--- src/verilog/matrix_cfg.svh ---
`ifndef MATRIX_CFG_SVH
`define MATRIX_CFG_SVH

// panel geometry
`define MATRIX_WIDTH 64
`define MATRIX_HEIGHT 32
`define BYTES_PER_PIXEL 2

// one enable per bit plane
`define BRIGHTNESS_LEVELS 6

// serial bit period in clk_in cycles
`define UART_CLKS_PER_BIT 16

`endif

--- src/verilog/uart_rx.sv ---
`timescale 1ns/1ps
`default_nettype none

`include "matrix_cfg.svh"

module uart_rx (
    input  logic       clk_in,
    input  logic       reset,
    input  logic       uart_rx_line,
    output logic [7:0] rx_byte,
    output logic       rx_valid
);
    localparam int CLKS     = `UART_CLKS_PER_BIT;
    localparam int CNT_BITS = $clog2(CLKS);

    typedef enum logic [1:0] {
        RX_IDLE,
        RX_START,
        RX_DATA,
        RX_STOP
    } rx_state_e;

    rx_state_e           state;
    logic                rx_meta;
    logic                rx_sync;
    logic [CNT_BITS-1:0] bit_cnt;
    logic [2:0]          bit_idx;
    logic [7:0]          shift_reg;

    // line idles high
    always_ff @(posedge clk_in) begin
        if (reset) begin
            rx_meta <= 1'b1;
            rx_sync <= 1'b1;
        end else begin
            rx_meta <= uart_rx_line;
            rx_sync <= rx_meta;
        end
    end

    always_ff @(posedge clk_in) begin
        if (reset) begin
            state    <= RX_IDLE;
            bit_cnt  <= '0;
            bit_idx  <= '0;
            rx_valid <= 1'b0;
        end else begin
            rx_valid <= 1'b0;
            bit_cnt  <= bit_cnt + 1'b1;
            case (state)
                RX_IDLE: begin
                    bit_cnt <= '0;
                    if (!rx_sync) begin
                        state <= RX_START;
                    end
                end
                // half a bit in, confirm start is still low
                RX_START: begin
                    if (bit_cnt == CNT_BITS'(CLKS / 2 - 1)) begin
                        bit_cnt <= '0;
                        bit_idx <= '0;
                        state   <= rx_sync ? RX_IDLE : RX_DATA;
                    end
                end
                RX_DATA: begin
                    if (bit_cnt == CNT_BITS'(CLKS - 1)) begin
                        bit_cnt <= '0;
                        bit_idx <= bit_idx + 1'b1;
                        if (bit_idx == 3'd7) begin
                            state <= RX_STOP;
                        end
                    end
                end
                RX_STOP: begin
                    if (bit_cnt == CNT_BITS'(CLKS - 1)) begin
                        // framing error drops the byte
                        rx_valid <= rx_sync;
                        state    <= RX_IDLE;
                    end
                end
                default: state <= RX_IDLE;
            endcase
        end
    end

    // lsb first
    always_ff @(posedge clk_in) begin
        if (state == RX_DATA && bit_cnt == CNT_BITS'(CLKS - 1)) begin
            shift_reg <= {rx_sync, shift_reg[7:1]};
        end
    end

    assign rx_byte = shift_reg;

endmodule

`default_nettype wire

--- config.mk ---
export PLATFORM = sky130hd
export DESIGN_NAME = uart_rx
export DESIGN_NICKNAME = d
export VERILOG_FILES = /design/src/verilog/uart_rx.sv
export VERILOG_INCLUDE_DIRS = /design/src /design/src/verilog
export SDC_FILE = /design/constraint.sdc
export NUM_CORES = 1
export LEC_CHECK = 0
export BUFFER_PORTS_ARGS = -buffer_cell sky130_fd_sc_hd__buf_2
export CAP_MARGIN = 20
export CORE_MARGIN = 2
export CORE_UTILIZATION = 50
export CTS_CLUSTER_SIZE = 24
export DETAILED_ROUTE_END_ITERATION = 12
export GPL_TIMING_DRIVEN = 0
export HOLD_SLACK_MARGIN = 0.1
export PLACE_DENSITY = 0.76
export SYNTH_ARGS = -nofsm -noshare
export SYNTH_HDL_FRONTEND = slang
export SYNTH_SLANG_ARGS = --single-unit
--- constraint.sdc ---
create_clock -name clk_in -period 2 [get_ports clk_in]
set_clock_uncertainty 0.05 [all_clocks]
set_input_delay 0.2 -clock clk_in [delete_from_list [all_inputs] [get_ports clk_in]]
set_output_delay 0.2 -clock clk_in [all_outputs]
set_load 0.02 [all_outputs]
After elaboration in Yosys (flattened, before gate mapping)
Index checks and enable logic that the tools add are counted.
{ "word_totals": {"wordCells": 41, "output_inout_bits": 9, "input_bits": 3, "register_bits": 20} }
{ "op_classes": {"muxes": 13, "n_addsub": 2, "bitwise": 2, "n_reduce_logical": 6, "n_eq_ne": 11} }
{ "op_table": {"columns": ["operator", "n"], "rows": [
  ["2-bit 2-to-1 mux", 6],
  ["4-bit case mux with 3 select lines", 1],
  ["2-bit inequality test (second input constant)", 5],
  ["4-bit 2-to-1 mux", 2],
  ["2-bit case mux with 4 select lines", 1],
  ["3-bit 2-to-1 mux", 2],
  ["3-bit case mux with 2 select lines", 1],
  ["5-bit AND reduction", 1],
  ["4-bit by 1-bit adder with 4-bit output (second input constant)", 1],
  ["2-bit == test (second input constant)", 2],
  ["4-bit by 3-bit == test with 1-bit output (second input constant)", 1],
  ["4-bit == test (second input constant)", 1],
  ["3-bit by 1-bit adder with 3-bit output (second input constant)", 1],
  ["3-bit == test (second input constant)", 1],
  ["3-bit AND reduction", 1],
  ["3-bit OR reduction", 1],
  ["2-bit by 1-bit == test with 1-bit output (second input constant)", 1],
  ["2-bit zero test", 1],
  ["1-bit NOT", 2],
  ["2-bit nonzero test", 1],
  ["1-bit logical AND", 1]
]} }

Longest topological paths before layout
{ "logic_depth": {"word_depth": 4, "mapped_depth": 4} }

Least setup slack after synthesis
OpenSTA, ideal clock, no wires.
{ "synth_timing": {"kind": "flip-flop to flip-flop", "from": "register bit_cnt[0]", "to": "register shift_reg[0], in the netlist rx_byte[0], enable pin", "required_time_ns": 1.580, "path_slack_ns": 0.430, "arrival_time_ns": 1.150, "stages_incl_launch_ff": 4, "synth_period_minus_slack_ns": 1.570, "setup_time_ns": 0.370, "path_buffers": 0, "cell_sequence": "dfxtp_1 ha_1 nand4_1 nor2_1"} }
{ "synth_via": {"elab_chain_cells": 2} }
{ "synth_lines": {"columns": ["item", "line_no", "rtl"], "rows": [
  ["from (decl)", "uart_rx.sv:26", "logic [CNT_BITS-1:0] bit_cnt;"],
  ["from (signal assigned)", "uart_rx.sv:49", "bit_cnt <= bit_cnt + 1'b1;"],
  ["4-bit == test", "uart_rx.sv:88", "if (state == RX_DATA && bit_cnt == CNT_BITS'(CLKS - 1)) begin"],
  ["1-bit logical AND", "uart_rx.sv:88", null],
  ["to (signal assigned)", "uart_rx.sv:89", "shift_reg <= {rx_sync, shift_reg[7:1]};"],
  ["to (decl)", "uart_rx.sv:28", "logic [7:0] shift_reg;"]
]} }
Every way passes these cells.
A chain may end at the register's enable or synchronous reset.

Worst setup path after layout
{ "layout_timing": {"from": "register bit_cnt[0]", "to": "register shift_reg[1], in the netlist rx_byte[1], enable pin"} }
The elaborated chain is that of the path after synthesis.

==> impl_metrics.yaml <==
sta:
  relSlewSlack: 0.594
  postLayoutSetupSlackWorst_ns: 0.195
  fmax_ghz: 0.554
  maxSlewViolCount: 0
  fin_crit_ns: 1.81
  fin_setup_tns_ns: 0
  finalCritPeriodShare: 0.903
  setup_violations: 0
  final_hold_viol_count: 0
  holdWs_ns: 0.236
  rsz0062_at_grt: "no"
  timing_worst_slew_pin_value_ns: 0.606
pwr:
  p_leak_nw: 0.327
  design_power_total_mw: 0.634
  vdd_drop_max_mv: 0.544
  power.density_nw_per_um2: 719
logic_synthesis:
  synth_area_leader_cell: "dfxtp_1"
  yosys_warnings: 0
  ys_ff_latch: 20
  synth_area_per_cell_um2: 12.3
  synth_edf_count: 8
  synthesis.nets: 69
  yosys.area.top_type_share: 0.310
  synthTopCellsByArea: "dfxtp_1 31%, edfxtp_1 31%, ha_1 4.8%"
  synth-main-ff-cell: "dfxtp_1"
  yosysUniqueCellTypes: 26
  syn_inst: 63
  ys_seq_area_frac: 0.619
  netlist_area_um2: 776
  synthArstFlopShare: 0
routing:
  vias_per_cell: 5.70
  drtIter0Drc: 7
  via_count: 536
  drc: 0
  antenna_left: 0
  detail_route.wirelength_um: 1290
  wl_per_cell_um: 13.8
  first_pass_iters: 4
worst_setup_path:
  critPathMaxFanout: 8
  critPathKind: "reg -> reg"
  crit_arrival_ns: 1.70
  crit_path_end_kind: "flip-flop"
  critPathRequiredTime_ns: 1.89
  critPathLaunchType: "flip-flop"
run:
  drv_cap: 0
finish:
  antennaDiodeCount: 0
  syn_to_final_growth_pct: 13.7
  mostFrequentLayoutCells: "12 x dfxtp_1, 10 x buf_2, 8 x edfxtp_1"
  fin_area_um2: 882
  drive_above_1_share: 0.231
  final_common_cell: "dfxtp_1"
  fillCellCount: 126
  finalNetCount: 85
clock_tree:
  root_buffer: "clkbuf_4"
  cts_tree: "done"
  clock-sinks: 20
  clk-insertion-delay-late_ns: 0.30
  numCtsBuffers: 3
  cts_max_level: 1
  cts_setup_buffers: 0
  clk_pin_slew_worst_paths_ns: 0.10
  clock_path_buffers: 2
placed_design:
  pre_cts_ws_ns: 0.198
  hpwl_um: 945
  place_area_um2: 846
  place.gp.congestion: 0.738
  portBuffers: 10
floorplanning:
  die_x_um: 43.4
  die_h_um: 43.4
  io_pins: 12
  num_rows: 14
  initial_core_util: 0.527
  dieArea_um2: 1880
  core_area_um2: 1470
grt:
  grt_pass1_wl_um: 2210
  overflow: 0
  grt_pass1_vias: 523
  grt_usage: 0.164
  grt_max_degree: 12
  antenna_found_initial: 0
run_status:
  status: "complete, no violations"
worst_hold_path:
  hp-class: "in -> reg"
## synthesized netlist by cell type (all sizes together) (2+ instances only)
master / count
ha: 3
a21oi: 6
nor2: 3
dfxtp: 12
nor3: 3
edfxtp: 8
inv: 2
o21ai: 2
or2: 2
and3: 2
o21bai: 2
nand3: 5
## power breakdown
| part | leakage [nW] | switching, mW | internal (mW) |
|---|---|---|---|
| clock | 0.0154 | 0.116 | 0.0727 |
| combinational | 0.142 | 0.0104 | 0.00797 |
| sequential | 0.169 | 0.00353 | 0.424 |
## routing by layer
| layer | GRT usage | share of wire |
|---|---|---|
| met1 | 0.191 | 0.46 |
| met4 | 0.127 | 0.043 |
| met5 | 0 | 0 |
| met3 | 0.0417 | 0.043 |
| met2 | 0.257 | 0.45 |
## cells by family (layout without fill, tap and decap cells)
family	after synthesis	in the layout	synth area share
AOI/OAI and AO/OA	12	12	0.0952
xor gates and xnor gates	2	2	0.0226
adders and majority gates	3	3	0.0484
buffers and inverters	3	18	0.0145
DFF	20	20	0.619
and+or+nand+nor	23	23	0.200
## cell type report
class                   count  area, µm²  share of cell area
inverters                   2       7.51             0.00851
clock buffers               3       22.5              0.0255
multi-input cells          40        284               0.322
flip-flops and latches     20        480               0.545
plain buffers               1       3.75             0.00426
clock inverters             1       3.75             0.00426
repair buffers             11       60.1              0.0681
well taps                  16       20.0              0.0227
## state kept, by name, indices dropped and copies added (netlist names), named ones only
register,count
bit_cnt,4
bit_idx,3
rx_byte,8
rx_meta,1
rx_sync,1
rx_valid,1
state,1
## critical path: stages, from the launching register on
cell,delay (ns)
dfxtp_1,0.37
ha_1,0.29
nand4_1,0.22
nor2_1,0.53
## metrics by stage
stage               cells   util
floorplan              63      -
global placement       89  0.575
detailed placement     89  0.575
CTS                    94  0.599
global route           94  0.599
finish                 94  0.599
## path summary, 6_finish.rpt
kind	from	end	slack (ns)	depth (start not counted)
worst min register to register	rx_meta	rx_sync	0.37	1
worst min-delay path	reset	state[0]	0.24	2
worst max-delay path	bit_cnt[0]	rx_byte[1]	0.19	3
worst max register to register	bit_cnt[0]	rx_byte[1]	0.19	3
## what timing repair did
item	4_1_cts	5_1_grt
gates resized for setup	0	0
endpoints found under the hold margin	1	0
hold buffers	1	0
Note: power is estimated with default switching activity, not from simulation.
