## src/verilog/matrix_cfg.svh

```systemverilog
`ifndef MATRIX_CFG_SVH
`define MATRIX_CFG_SVH

// panel geometry
`define MATRIX_WIDTH 64
`define MATRIX_HEIGHT 32
`define BYTES_PER_PIXEL 2

// one enable per bit plane
`define BRIGHTNESS_LEVELS 6

// serial bit period in clk_in cycles
`define UART_CLKS_PER_BIT 16

`endif

```

## src/verilog/matrix_cmd_pkg.sv

```systemverilog
`default_nettype none

package matrix_cmd_pkg;

    // command bytes, ascii encoded
    typedef enum logic [7:0] {
        CMD_RED_ON        = 8'h52,
        CMD_RED_OFF       = 8'h72,
        CMD_GREEN_ON      = 8'h47,
        CMD_GREEN_OFF     = 8'h67,
        CMD_BLUE_ON       = 8'h42,
        CMD_BLUE_OFF      = 8'h62,
        CMD_BRIGHT_1      = 8'h31,
        CMD_BRIGHT_2      = 8'h32,
        CMD_BRIGHT_3      = 8'h33,
        CMD_BRIGHT_4      = 8'h34,
        CMD_BRIGHT_5      = 8'h35,
        CMD_BRIGHT_6      = 8'h36,
        CMD_BRIGHT_NONE   = 8'h30,
        CMD_BRIGHT_ALL    = 8'h39,
        CMD_LINE          = 8'h4c
    } cmd_opcode_e;

    typedef enum logic [1:0] {
        IDLE,
        ROW_WAIT,
        ROW_DATA
    } decode_state_e;

endpackage

`default_nettype wire

```

## src/verilog/matrix_mem_pkg.sv

```systemverilog
`default_nettype none

`include "matrix_cfg.svh"

package matrix_mem_pkg;

    // byte address splits into row and byte within the row
    parameter int ROW_BITS  = $clog2(`MATRIX_HEIGHT);
    parameter int COL_BITS  = $clog2(`MATRIX_WIDTH * `BYTES_PER_PIXEL);
    parameter int ADDR_BITS = ROW_BITS + COL_BITS;
    parameter int DATA_BITS = 8;
    parameter int FB_DEPTH  = 1 << ADDR_BITS;

    typedef logic [ADDR_BITS-1:0] fb_addr_t;
    typedef logic [DATA_BITS-1:0] fb_data_t;

    typedef struct packed {
        logic     valid;
        fb_addr_t addr;
        fb_data_t data;
    } fb_write_t;

endpackage

`default_nettype wire

```

## src/verilog/command_decoder.sv

```systemverilog
`timescale 1ns/1ps
`default_nettype none

`include "matrix_cfg.svh"

module command_decoder (
    input  logic                          clk_in,
    input  logic                          reset,
    input  logic [7:0]                    rx_byte,
    input  logic                          rx_valid,
    output logic [2:0]                    rgb_enable,
    output logic [`BRIGHTNESS_LEVELS-1:0] brightness_enable,
    output matrix_mem_pkg::fb_write_t     wr_req
);
    localparam int LEVELS = `BRIGHTNESS_LEVELS;

    matrix_cmd_pkg::decode_state_e         state;
    matrix_cmd_pkg::cmd_opcode_e           opcode;
    logic [matrix_mem_pkg::ROW_BITS-1:0]   line_row;
    logic [matrix_mem_pkg::COL_BITS-1:0]   line_col;
    logic                                  row_accept;
    logic                                  data_accept;
    logic                                  wr_valid;
    matrix_mem_pkg::fb_addr_t              wr_addr;
    matrix_mem_pkg::fb_data_t              wr_data;

    assign opcode = matrix_cmd_pkg::cmd_opcode_e'(rx_byte);

    // an "L" in the row slot is not a row number
    assign row_accept = rx_valid && state == matrix_cmd_pkg::ROW_WAIT &&
                        opcode != matrix_cmd_pkg::CMD_LINE;
    assign data_accept = rx_valid && state == matrix_cmd_pkg::ROW_DATA;

    always_ff @(posedge clk_in) begin
        if (reset) begin
            state             <= matrix_cmd_pkg::IDLE;
            rgb_enable        <= 3'b111;
            brightness_enable <= '1;
            line_col          <= '0;
            wr_valid          <= 1'b0;
        end else begin
            wr_valid <= 1'b0;
            if (rx_valid) begin
                case (state)
                    matrix_cmd_pkg::IDLE: begin
                        case (opcode)
                            matrix_cmd_pkg::CMD_RED_ON:    rgb_enable[0] <= 1'b1;
                            matrix_cmd_pkg::CMD_RED_OFF:   rgb_enable[0] <= 1'b0;
                            matrix_cmd_pkg::CMD_GREEN_ON:  rgb_enable[1] <= 1'b1;
                            matrix_cmd_pkg::CMD_GREEN_OFF: rgb_enable[1] <= 1'b0;
                            matrix_cmd_pkg::CMD_BLUE_ON:   rgb_enable[2] <= 1'b1;
                            matrix_cmd_pkg::CMD_BLUE_OFF:  rgb_enable[2] <= 1'b0;
                            // digit n flips plane LEVELS - n
                            matrix_cmd_pkg::CMD_BRIGHT_1: begin
                                brightness_enable[LEVELS-1] <= ~brightness_enable[LEVELS-1];
                            end
                            matrix_cmd_pkg::CMD_BRIGHT_2: begin
                                brightness_enable[LEVELS-2] <= ~brightness_enable[LEVELS-2];
                            end
                            matrix_cmd_pkg::CMD_BRIGHT_3: begin
                                brightness_enable[LEVELS-3] <= ~brightness_enable[LEVELS-3];
                            end
                            matrix_cmd_pkg::CMD_BRIGHT_4: begin
                                brightness_enable[LEVELS-4] <= ~brightness_enable[LEVELS-4];
                            end
                            matrix_cmd_pkg::CMD_BRIGHT_5: begin
                                brightness_enable[LEVELS-5] <= ~brightness_enable[LEVELS-5];
                            end
                            matrix_cmd_pkg::CMD_BRIGHT_6: begin
                                brightness_enable[LEVELS-6] <= ~brightness_enable[LEVELS-6];
                            end
                            matrix_cmd_pkg::CMD_BRIGHT_NONE: brightness_enable <= '0;
                            matrix_cmd_pkg::CMD_BRIGHT_ALL:  brightness_enable <= '1;
                            matrix_cmd_pkg::CMD_LINE:        state <= matrix_cmd_pkg::ROW_WAIT;
                            default: begin
                            end
                        endcase
                    end
                    matrix_cmd_pkg::ROW_WAIT: begin
                        if (row_accept) begin
                            line_col <= '0;
                            state    <= matrix_cmd_pkg::ROW_DATA;
                        end
                    end
                    matrix_cmd_pkg::ROW_DATA: begin
                        wr_valid <= 1'b1;
                        line_col <= line_col + 1'b1;
                        // counter wraps after the last byte of the row
                        if (line_col == '1) begin
                            state <= matrix_cmd_pkg::IDLE;
                        end
                    end
                    default: state <= matrix_cmd_pkg::IDLE;
                endcase
            end
        end
    end

    // row latch and write payload
    always_ff @(posedge clk_in) begin
        if (row_accept) begin
            line_row <= rx_byte[matrix_mem_pkg::ROW_BITS-1:0];
        end
        if (data_accept) begin
            wr_addr <= {line_row, line_col};
            wr_data <= rx_byte;
        end
    end

    assign wr_req = '{valid: wr_valid, addr: wr_addr, data: wr_data};

endmodule

`default_nettype wire

```

## config.mk

```make
export PLATFORM = sky130hd
export DESIGN_NAME = command_decoder
export DESIGN_NICKNAME = d
export VERILOG_FILES = /design/src/verilog/matrix_cmd_pkg.sv /design/src/verilog/matrix_mem_pkg.sv /design/src/verilog/command_decoder.sv
export VERILOG_INCLUDE_DIRS = /design/src /design/src/verilog
export SDC_FILE = /design/constraint.sdc
export NUM_CORES = 1
export LEC_CHECK = 0
export BUFFER_PORTS_ARGS = -buffer_cell sky130_fd_sc_hd__buf_4
export CORE_UTILIZATION = 48
export CTS_BUF_LIST = sky130_fd_sc_hd__clkbuf_16
export CTS_CLUSTER_DIAMETER = 120
export CTS_CLUSTER_SIZE = 20
export DETAILED_ROUTE_END_ITERATION = 10
export GPL_TIMING_DRIVEN = 0
export PLACE_DENSITY = 0.78
export SLEW_MARGIN = 20
export SYNTH_ARGS = -nofsm -noshare
export SYNTH_HDL_FRONTEND = slang
export SYNTH_SLANG_ARGS = --single-unit
```

## constraint.sdc

```tcl
create_clock -name clk_in -period 1.64 [get_ports clk_in]
set_input_delay 0 -clock clk_in [delete_from_list [all_inputs] [get_ports clk_in]]
set_output_delay 0 -clock clk_in [all_outputs]
set_load 0.05 [all_outputs]
```

### After elaboration in Yosys (flattened, before gate mapping)

Cells that the tools add are included.

| operators by class | value |
|---|---|
| mux-type cells | 16 |
| add/sub/neg operators | 1 |
| reduce and logical (&&, ||, !) cells | 26 |
| bitwise operators | 7 |
| eq/ne operators | 22 |

Operators with widths:

| cell | number |
|---|---|
| 8-bit by 6-bit == test with 1-bit output, second input constant | 8 |
| 8-bit by 7-bit == test with 1-bit output, second input constant | 7 |
| 3-bit AND reduction | 10 |
| 1-bit case mux with 3 select lines | 6 |
| 3-bit nonzero test | 6 |
| 7-bit case mux with 2 select lines | 1 |
| 8-bit by 7-bit != test with 1-bit output, second input constant | 1 |
| 2-bit nonzero test | 4 |
| 7-bit by 1-bit adder with 7-bit output, second input constant | 1 |
| 7-bit == test, second input constant | 1 |
| 7-bit 2-to-1 mux | 1 |
| 1-bit inverter | 7 |
| 2-bit 2-to-1 mux | 3 |
| 1-bit case mux with 2 select lines | 3 |
| 2-bit case mux with 3 select lines | 1 |
| 2-bit by 1-bit != test with 1-bit output, second input constant | 2 |
| 4-bit AND reduction | 1 |
| 1-bit logical AND | 3 |
| 2-bit by 1-bit == test with 1-bit output, second input constant | 1 |
| 2-bit == test, second input constant | 1 |
| 2-bit logical NOT | 1 |
| 2-bit != test, second input constant | 1 |
| 2-bit OR reduction | 1 |
| 1-bit 2-to-1 mux | 1 |

| word-level totals | value |
|---|---|
| input port bits | 11 |
| word-level logic and storage cells | 87 |
| register bits | 44 |

### Longest topological paths before layout

| logic depth | value |
|---|---|
| depth in word-level cells | 5 |
| mapped depth | 6 |
| gate-level depth less buffers | 5 |

### Worst setup path after synthesis

OpenSTA, ideal clock, no wires.

| timing | value |
|---|---|
| path type | register -> register |
| start | register state[1] |
| end | register line_col[2] in the netlist's numbering |
| period minus slack after synthesis | 1.704 ns |
| path buffers | 1 |
| required time | 1.526 ns |
| arrival time | 1.590 ns |
| stages on the path, launching flop included | 6 |
| slack | -0.064 ns |
| library setup time | 0.114 ns |
| cell sequence | dfxtp_1 > and3b_1 > clkbuf_1 > nand2_1 > xor2_1 > nor2_1 |

| between the ends | value |
|---|---|
| longest elaborated chain between the ends | 5 |

RTL lines:

| item | RTL line | text |
|---|---|---|
| from (decl) | command_decoder.sv:17 | `matrix_cmd_pkg::decode_state_e state;` |
| from (signal assigned) | command_decoder.sv:36 | `state <= matrix_cmd_pkg::IDLE;` |
| from (signal assigned) | command_decoder.sv:74 | `matrix_cmd_pkg::CMD_LINE: state <= matrix_cmd_pkg::ROW_WAIT;` |
| from (signal assigned) | command_decoder.sv:82 | `state <= matrix_cmd_pkg::ROW_DATA;` |
| 2-bit by 1-bit == test with 1-bit output | command_decoder.sv:30, command_decoder.sv:44 |  |
| 1-bit logical AND (2 in a row) | command_decoder.sv:30 | `assign row_accept = rx_valid && state == matrix_cmd_pkg::ROW_WAIT &&` |
| 2-bit != test (no line) | - |  |
| 3-bit AND reduction (no line) | - |  |
| to (signal assigned) | command_decoder.sv:87 | `line_col <= line_col + 1'b1;` |
| to (decl) | command_decoder.sv:20 | `logic [matrix_mem_pkg::COL_BITS-1:0] line_col;` |

Parallel ways exist; a longest one is shown, timed or not.
A chain may end at the register's enable or synchronous reset.

### Worst setup path after layout

| timing | value |
|---|---|
| start | register state[1] |
| end | register brightness_enable[0] |

| between the ends | value |
|---|---|
| longest elaborated chain between the ends | 2 |

RTL lines:

| item | RTL line | text |
|---|---|---|
| 2-bit logical NOT | command_decoder.sv:44 | `case (state)` |
| 3-bit AND reduction (no line) | - |  |
| to (signal, indexed assignment) | command_decoder.sv:55 | `brightness_enable[LEVELS-1] <= ~brightness_enable[LEVELS-1];` |
| to (signal, indexed assignment) | command_decoder.sv:58 | `brightness_enable[LEVELS-2] <= ~brightness_enable[LEVELS-2];` |
| to (signal, indexed assignment) | command_decoder.sv:61 | `brightness_enable[LEVELS-3] <= ~brightness_enable[LEVELS-3];` |
| to (decl) | command_decoder.sv:12 | `` output logic [`BRIGHTNESS_LEVELS-1:0] brightness_enable, `` |

Every way passes these cells.

==> impl_metrics.json <==
{
  "status": "completed",
  "grt.overflow.total": 0,
  "grt_max_degree": 26,
  "antenna_cells_inserted": 0,
  "setup_viol": 0,
  "initial_utilization_pct": 51.4,
  "drtIter0Drc": 59,
  "power_density_nw_per_um2": 893,
  "hold_violations": 0,
  "clock_skew_ps": 4.83,
  "grt_util_all_layers_pct": 20.0,
  "crit_path_start": "state[1]",
  "critical_path_arrival_ps": 1720,
  "seq_area_frac_synth_pct": 58.8,
  "mappedNetlistNets": 174,
  "antenna_found_initial": 0,
  "crit_type": "flop to flop",
  "ys_warn_count": 0,
  "core.rowCount": 22,
  "slew_headroom_pct": 49.7,
  "die_w_um": 65.3,
  "dp.cells": 249,
  "yosysUniqueCellTypes": 47,
  "hold_depth": 3,
  "fin_crit_ps": 1540,
  "antenna_left": 0,
  "hold_end": "line_col[5]",
  "fillers": 298,
  "htree_levels": 2,
  "grt_pass1_vias": 1412,
  "fin_nets": 229,
  "drc_errors": 0,
  "hp-class": "input pin to flop",
  "die_area_sq_um": 4260,
  "synth_flop_cell": "edfxtp_1",
  "hp-start": "reset",
  "clock_sinks": 44,
  "finalWirelength_um": 3800,
  "fin_cells": 266,
  "fin_util_pct": 67.3,
  "grt_pass1_wl_um": 6360,
  "core-area_sq_um": 3740,
  "synth_top_cell_area_share_pct": 39.0,
  "max_freq_mhz": 648,
  "r2r_end": "brightness_enable[0]",
  "dr.pass1.iters": 4,
  "r2r_slack_ps": 100,
  "cts_buffers": 5,
  "startpoint_type": "flop",
  "yosysMostFrequentCell": "edfxtp_1",
  "synth-seq-cells": 44,
  "yosys-top-cells-area": "edfxtp_1 39%, dfxtp_1 20%, mux2i_1 4.7%",
  "clk_pin_slew_worst_paths_ps": 60,
  "critPathRequiredTime_ps": 1820,
  "dr_total_vias": 1425,
  "r2r.worst_path.cells": 4,
  "synthArstFlopShare_pct": 0,
  "tightestPinTransition_ps": 749,
  "ir_worst_vdd_uv": 490,
  "post-dp-hpwl_um": 2550,
  "p_leak_nw": 0.946,
  "r2r_start": "state[1]",
  "die_y_um": 65.3,
  "ys_top_cells_by_count": "25 x edfxtp_1, 19 x dfxtp_1, 17 x nor2_1, 9 x mux2i_1, 9 x nand2_1",
  "area_growth_pct": 31.0,
  "wire_per_inst_um": 14.3,
  "end_kind": "flop",
  "clock_path_buffers": 2,
  "cts_tree": "yes",
  "synth_edf_count": 25,
  "layout-drive-gt1-share_pct": 28.0,
  "cp_max_fo": 8,
  "final_max_slew_viol_count": 0,
  "synth_area_sq_um": 1920,
  "num_io_pins": 41,
  "synth_top_area_cell": "edfxtp_1",
  "max_cap_violations": 0,
  "root_buffer": "clkbuf_16",
  "rsz0062_at_grt": "false",
  "placement.io_buffers": 39,
  "clk_latency_ps": 280,
  "period_share_pct": 94.2,
  "gp_congestion": 0.805,
  "vias_per_cell": 5.36,
  "syn_area_per_cell_sq_um": 11.9,
  "netlist_instances": 162
}
## worst max-delay path: stages (launching register included)
cell and delay [ps]:
dfxtp_1 390, nor3b_4 280, nand2_2 130, or4_1 530, o31a_1 110
## metrics by stage
step | power [mW] | TNS, ps | area, sq um | hold WS [ps] | setup WS [ps]
5_1_grt | 2.33 | 0 | 2520 | 54.2 | 8.82
3_3_place_gp | 1.30 | -57.0 | 2280 | 196 | -57.0
3_5_place_dp | 1.31 | -150 | 2280 | 195 | -150
2_1_floorplan | 1.26 | 0 | 1920 | 98.9 | 111
6_report | 2.25 | 0 | 2520 | 26.2 | 95.6
4_1_cts | 2.26 | 0 | 2510 | 28.4 | 40.5
## cell type report
class	instances	area [sq um]	share of cell area, %
Clock buffer	5	125	4.97
Sequential cell	44	1130	44.9
Timing Repair Buffer	48	380	15.1
Multi-Input combinational cell	106	739	29.3
Tap cell	48	60.1	2.38
Buffer	10	57.6	2.28
Inverter	2	7.51	0.298
Clock inverter	3	18.8	0.745
## flip-flops by register name, indices dropped and copies added (netlist names)
| signal | cells |
|---|---|
| line_col | 7 |
| wr_data | 8 |
| line_row | 5 |
| wr_valid | 1 |
| state | 2 |
| brightness_enable | 6 |
| rgb_enable | 3 |
| wr_addr | 12 |
## timing repair
action,in CTS,in global routing
buffers inserted,0,1
setup endpoints to repair,1,1
hold buffers,8,0
endpoints found under the hold margin,13,0
pin swaps,1,1
gates resized for setup,3,0
## worst max-delay path by stage
stage,endpoint,slack [ps],depth (start not counted)
after CTS,brightness_enable[0],40,4
after floorplan,brightness_enable[0],110,4
after global placement,brightness_enable[0],-60,6
after global routing,brightness_enable[0],9,6
final,brightness_enable[0],100,4
after detailed placement,brightness_enable[0],-150,6
## report_power, final
| group | leakage (nW) | switching [mW] | internal [mW] | total (mW) |
|---|---|---|---|---|
| logic | 0.491 | 0.0750 | 0.0645 | 0.140 |
| clock network | 0.0736 | 0.389 | 0.560 | 0.949 |
| registers | 0.382 | 0.00125 | 1.16 | 1.16 |
## kinds of logic (layout without fill, tap and decap cells)
logic type	count (synthesis)	in the layout	synth area share, %
buffers and inverters	12	68	3.19
multiplexers	9	9	4.68
AND/OR/NAND/NOR	64	64	19.9
XOR/XNOR	2	2	0.911
adder cells (fa/ha/maj)	1	1	0.651
AO/OA/AOI/OAI	30	30	11.8
flip-flops	44	44	58.8
## per-layer routing
layer / vias up / track usage (%) / part of all wire, %
li1: 722 / - / -
met1: 661 / 25.5 / 46
met5: - / 0 / 0
met2: 35 / 32.9 / 48
met4: 0 / 6.52 / 1.4
met3: 7 / 5.38 / 4.6
## cells in the final DEF, fill, tap and decap left out, types with 3 or more instances in the layout
master and instances:
nor2_1 17, nor3_1 3, mux2i_1 9, dlygate4sd3_1 8, a31oi_1 7, nor2b_1 5, a211oi_1 4, dfxtp_1 19
clkbuf_1 3, buf_2 3, nand2_1 8, buf_4 41, nand2b_1 6, a21oi_1 4, a211o_1 4, clkbuf_16 5
nand3b_1 6, edfxtp_1 25
Power figures use the tool's default switching activity.
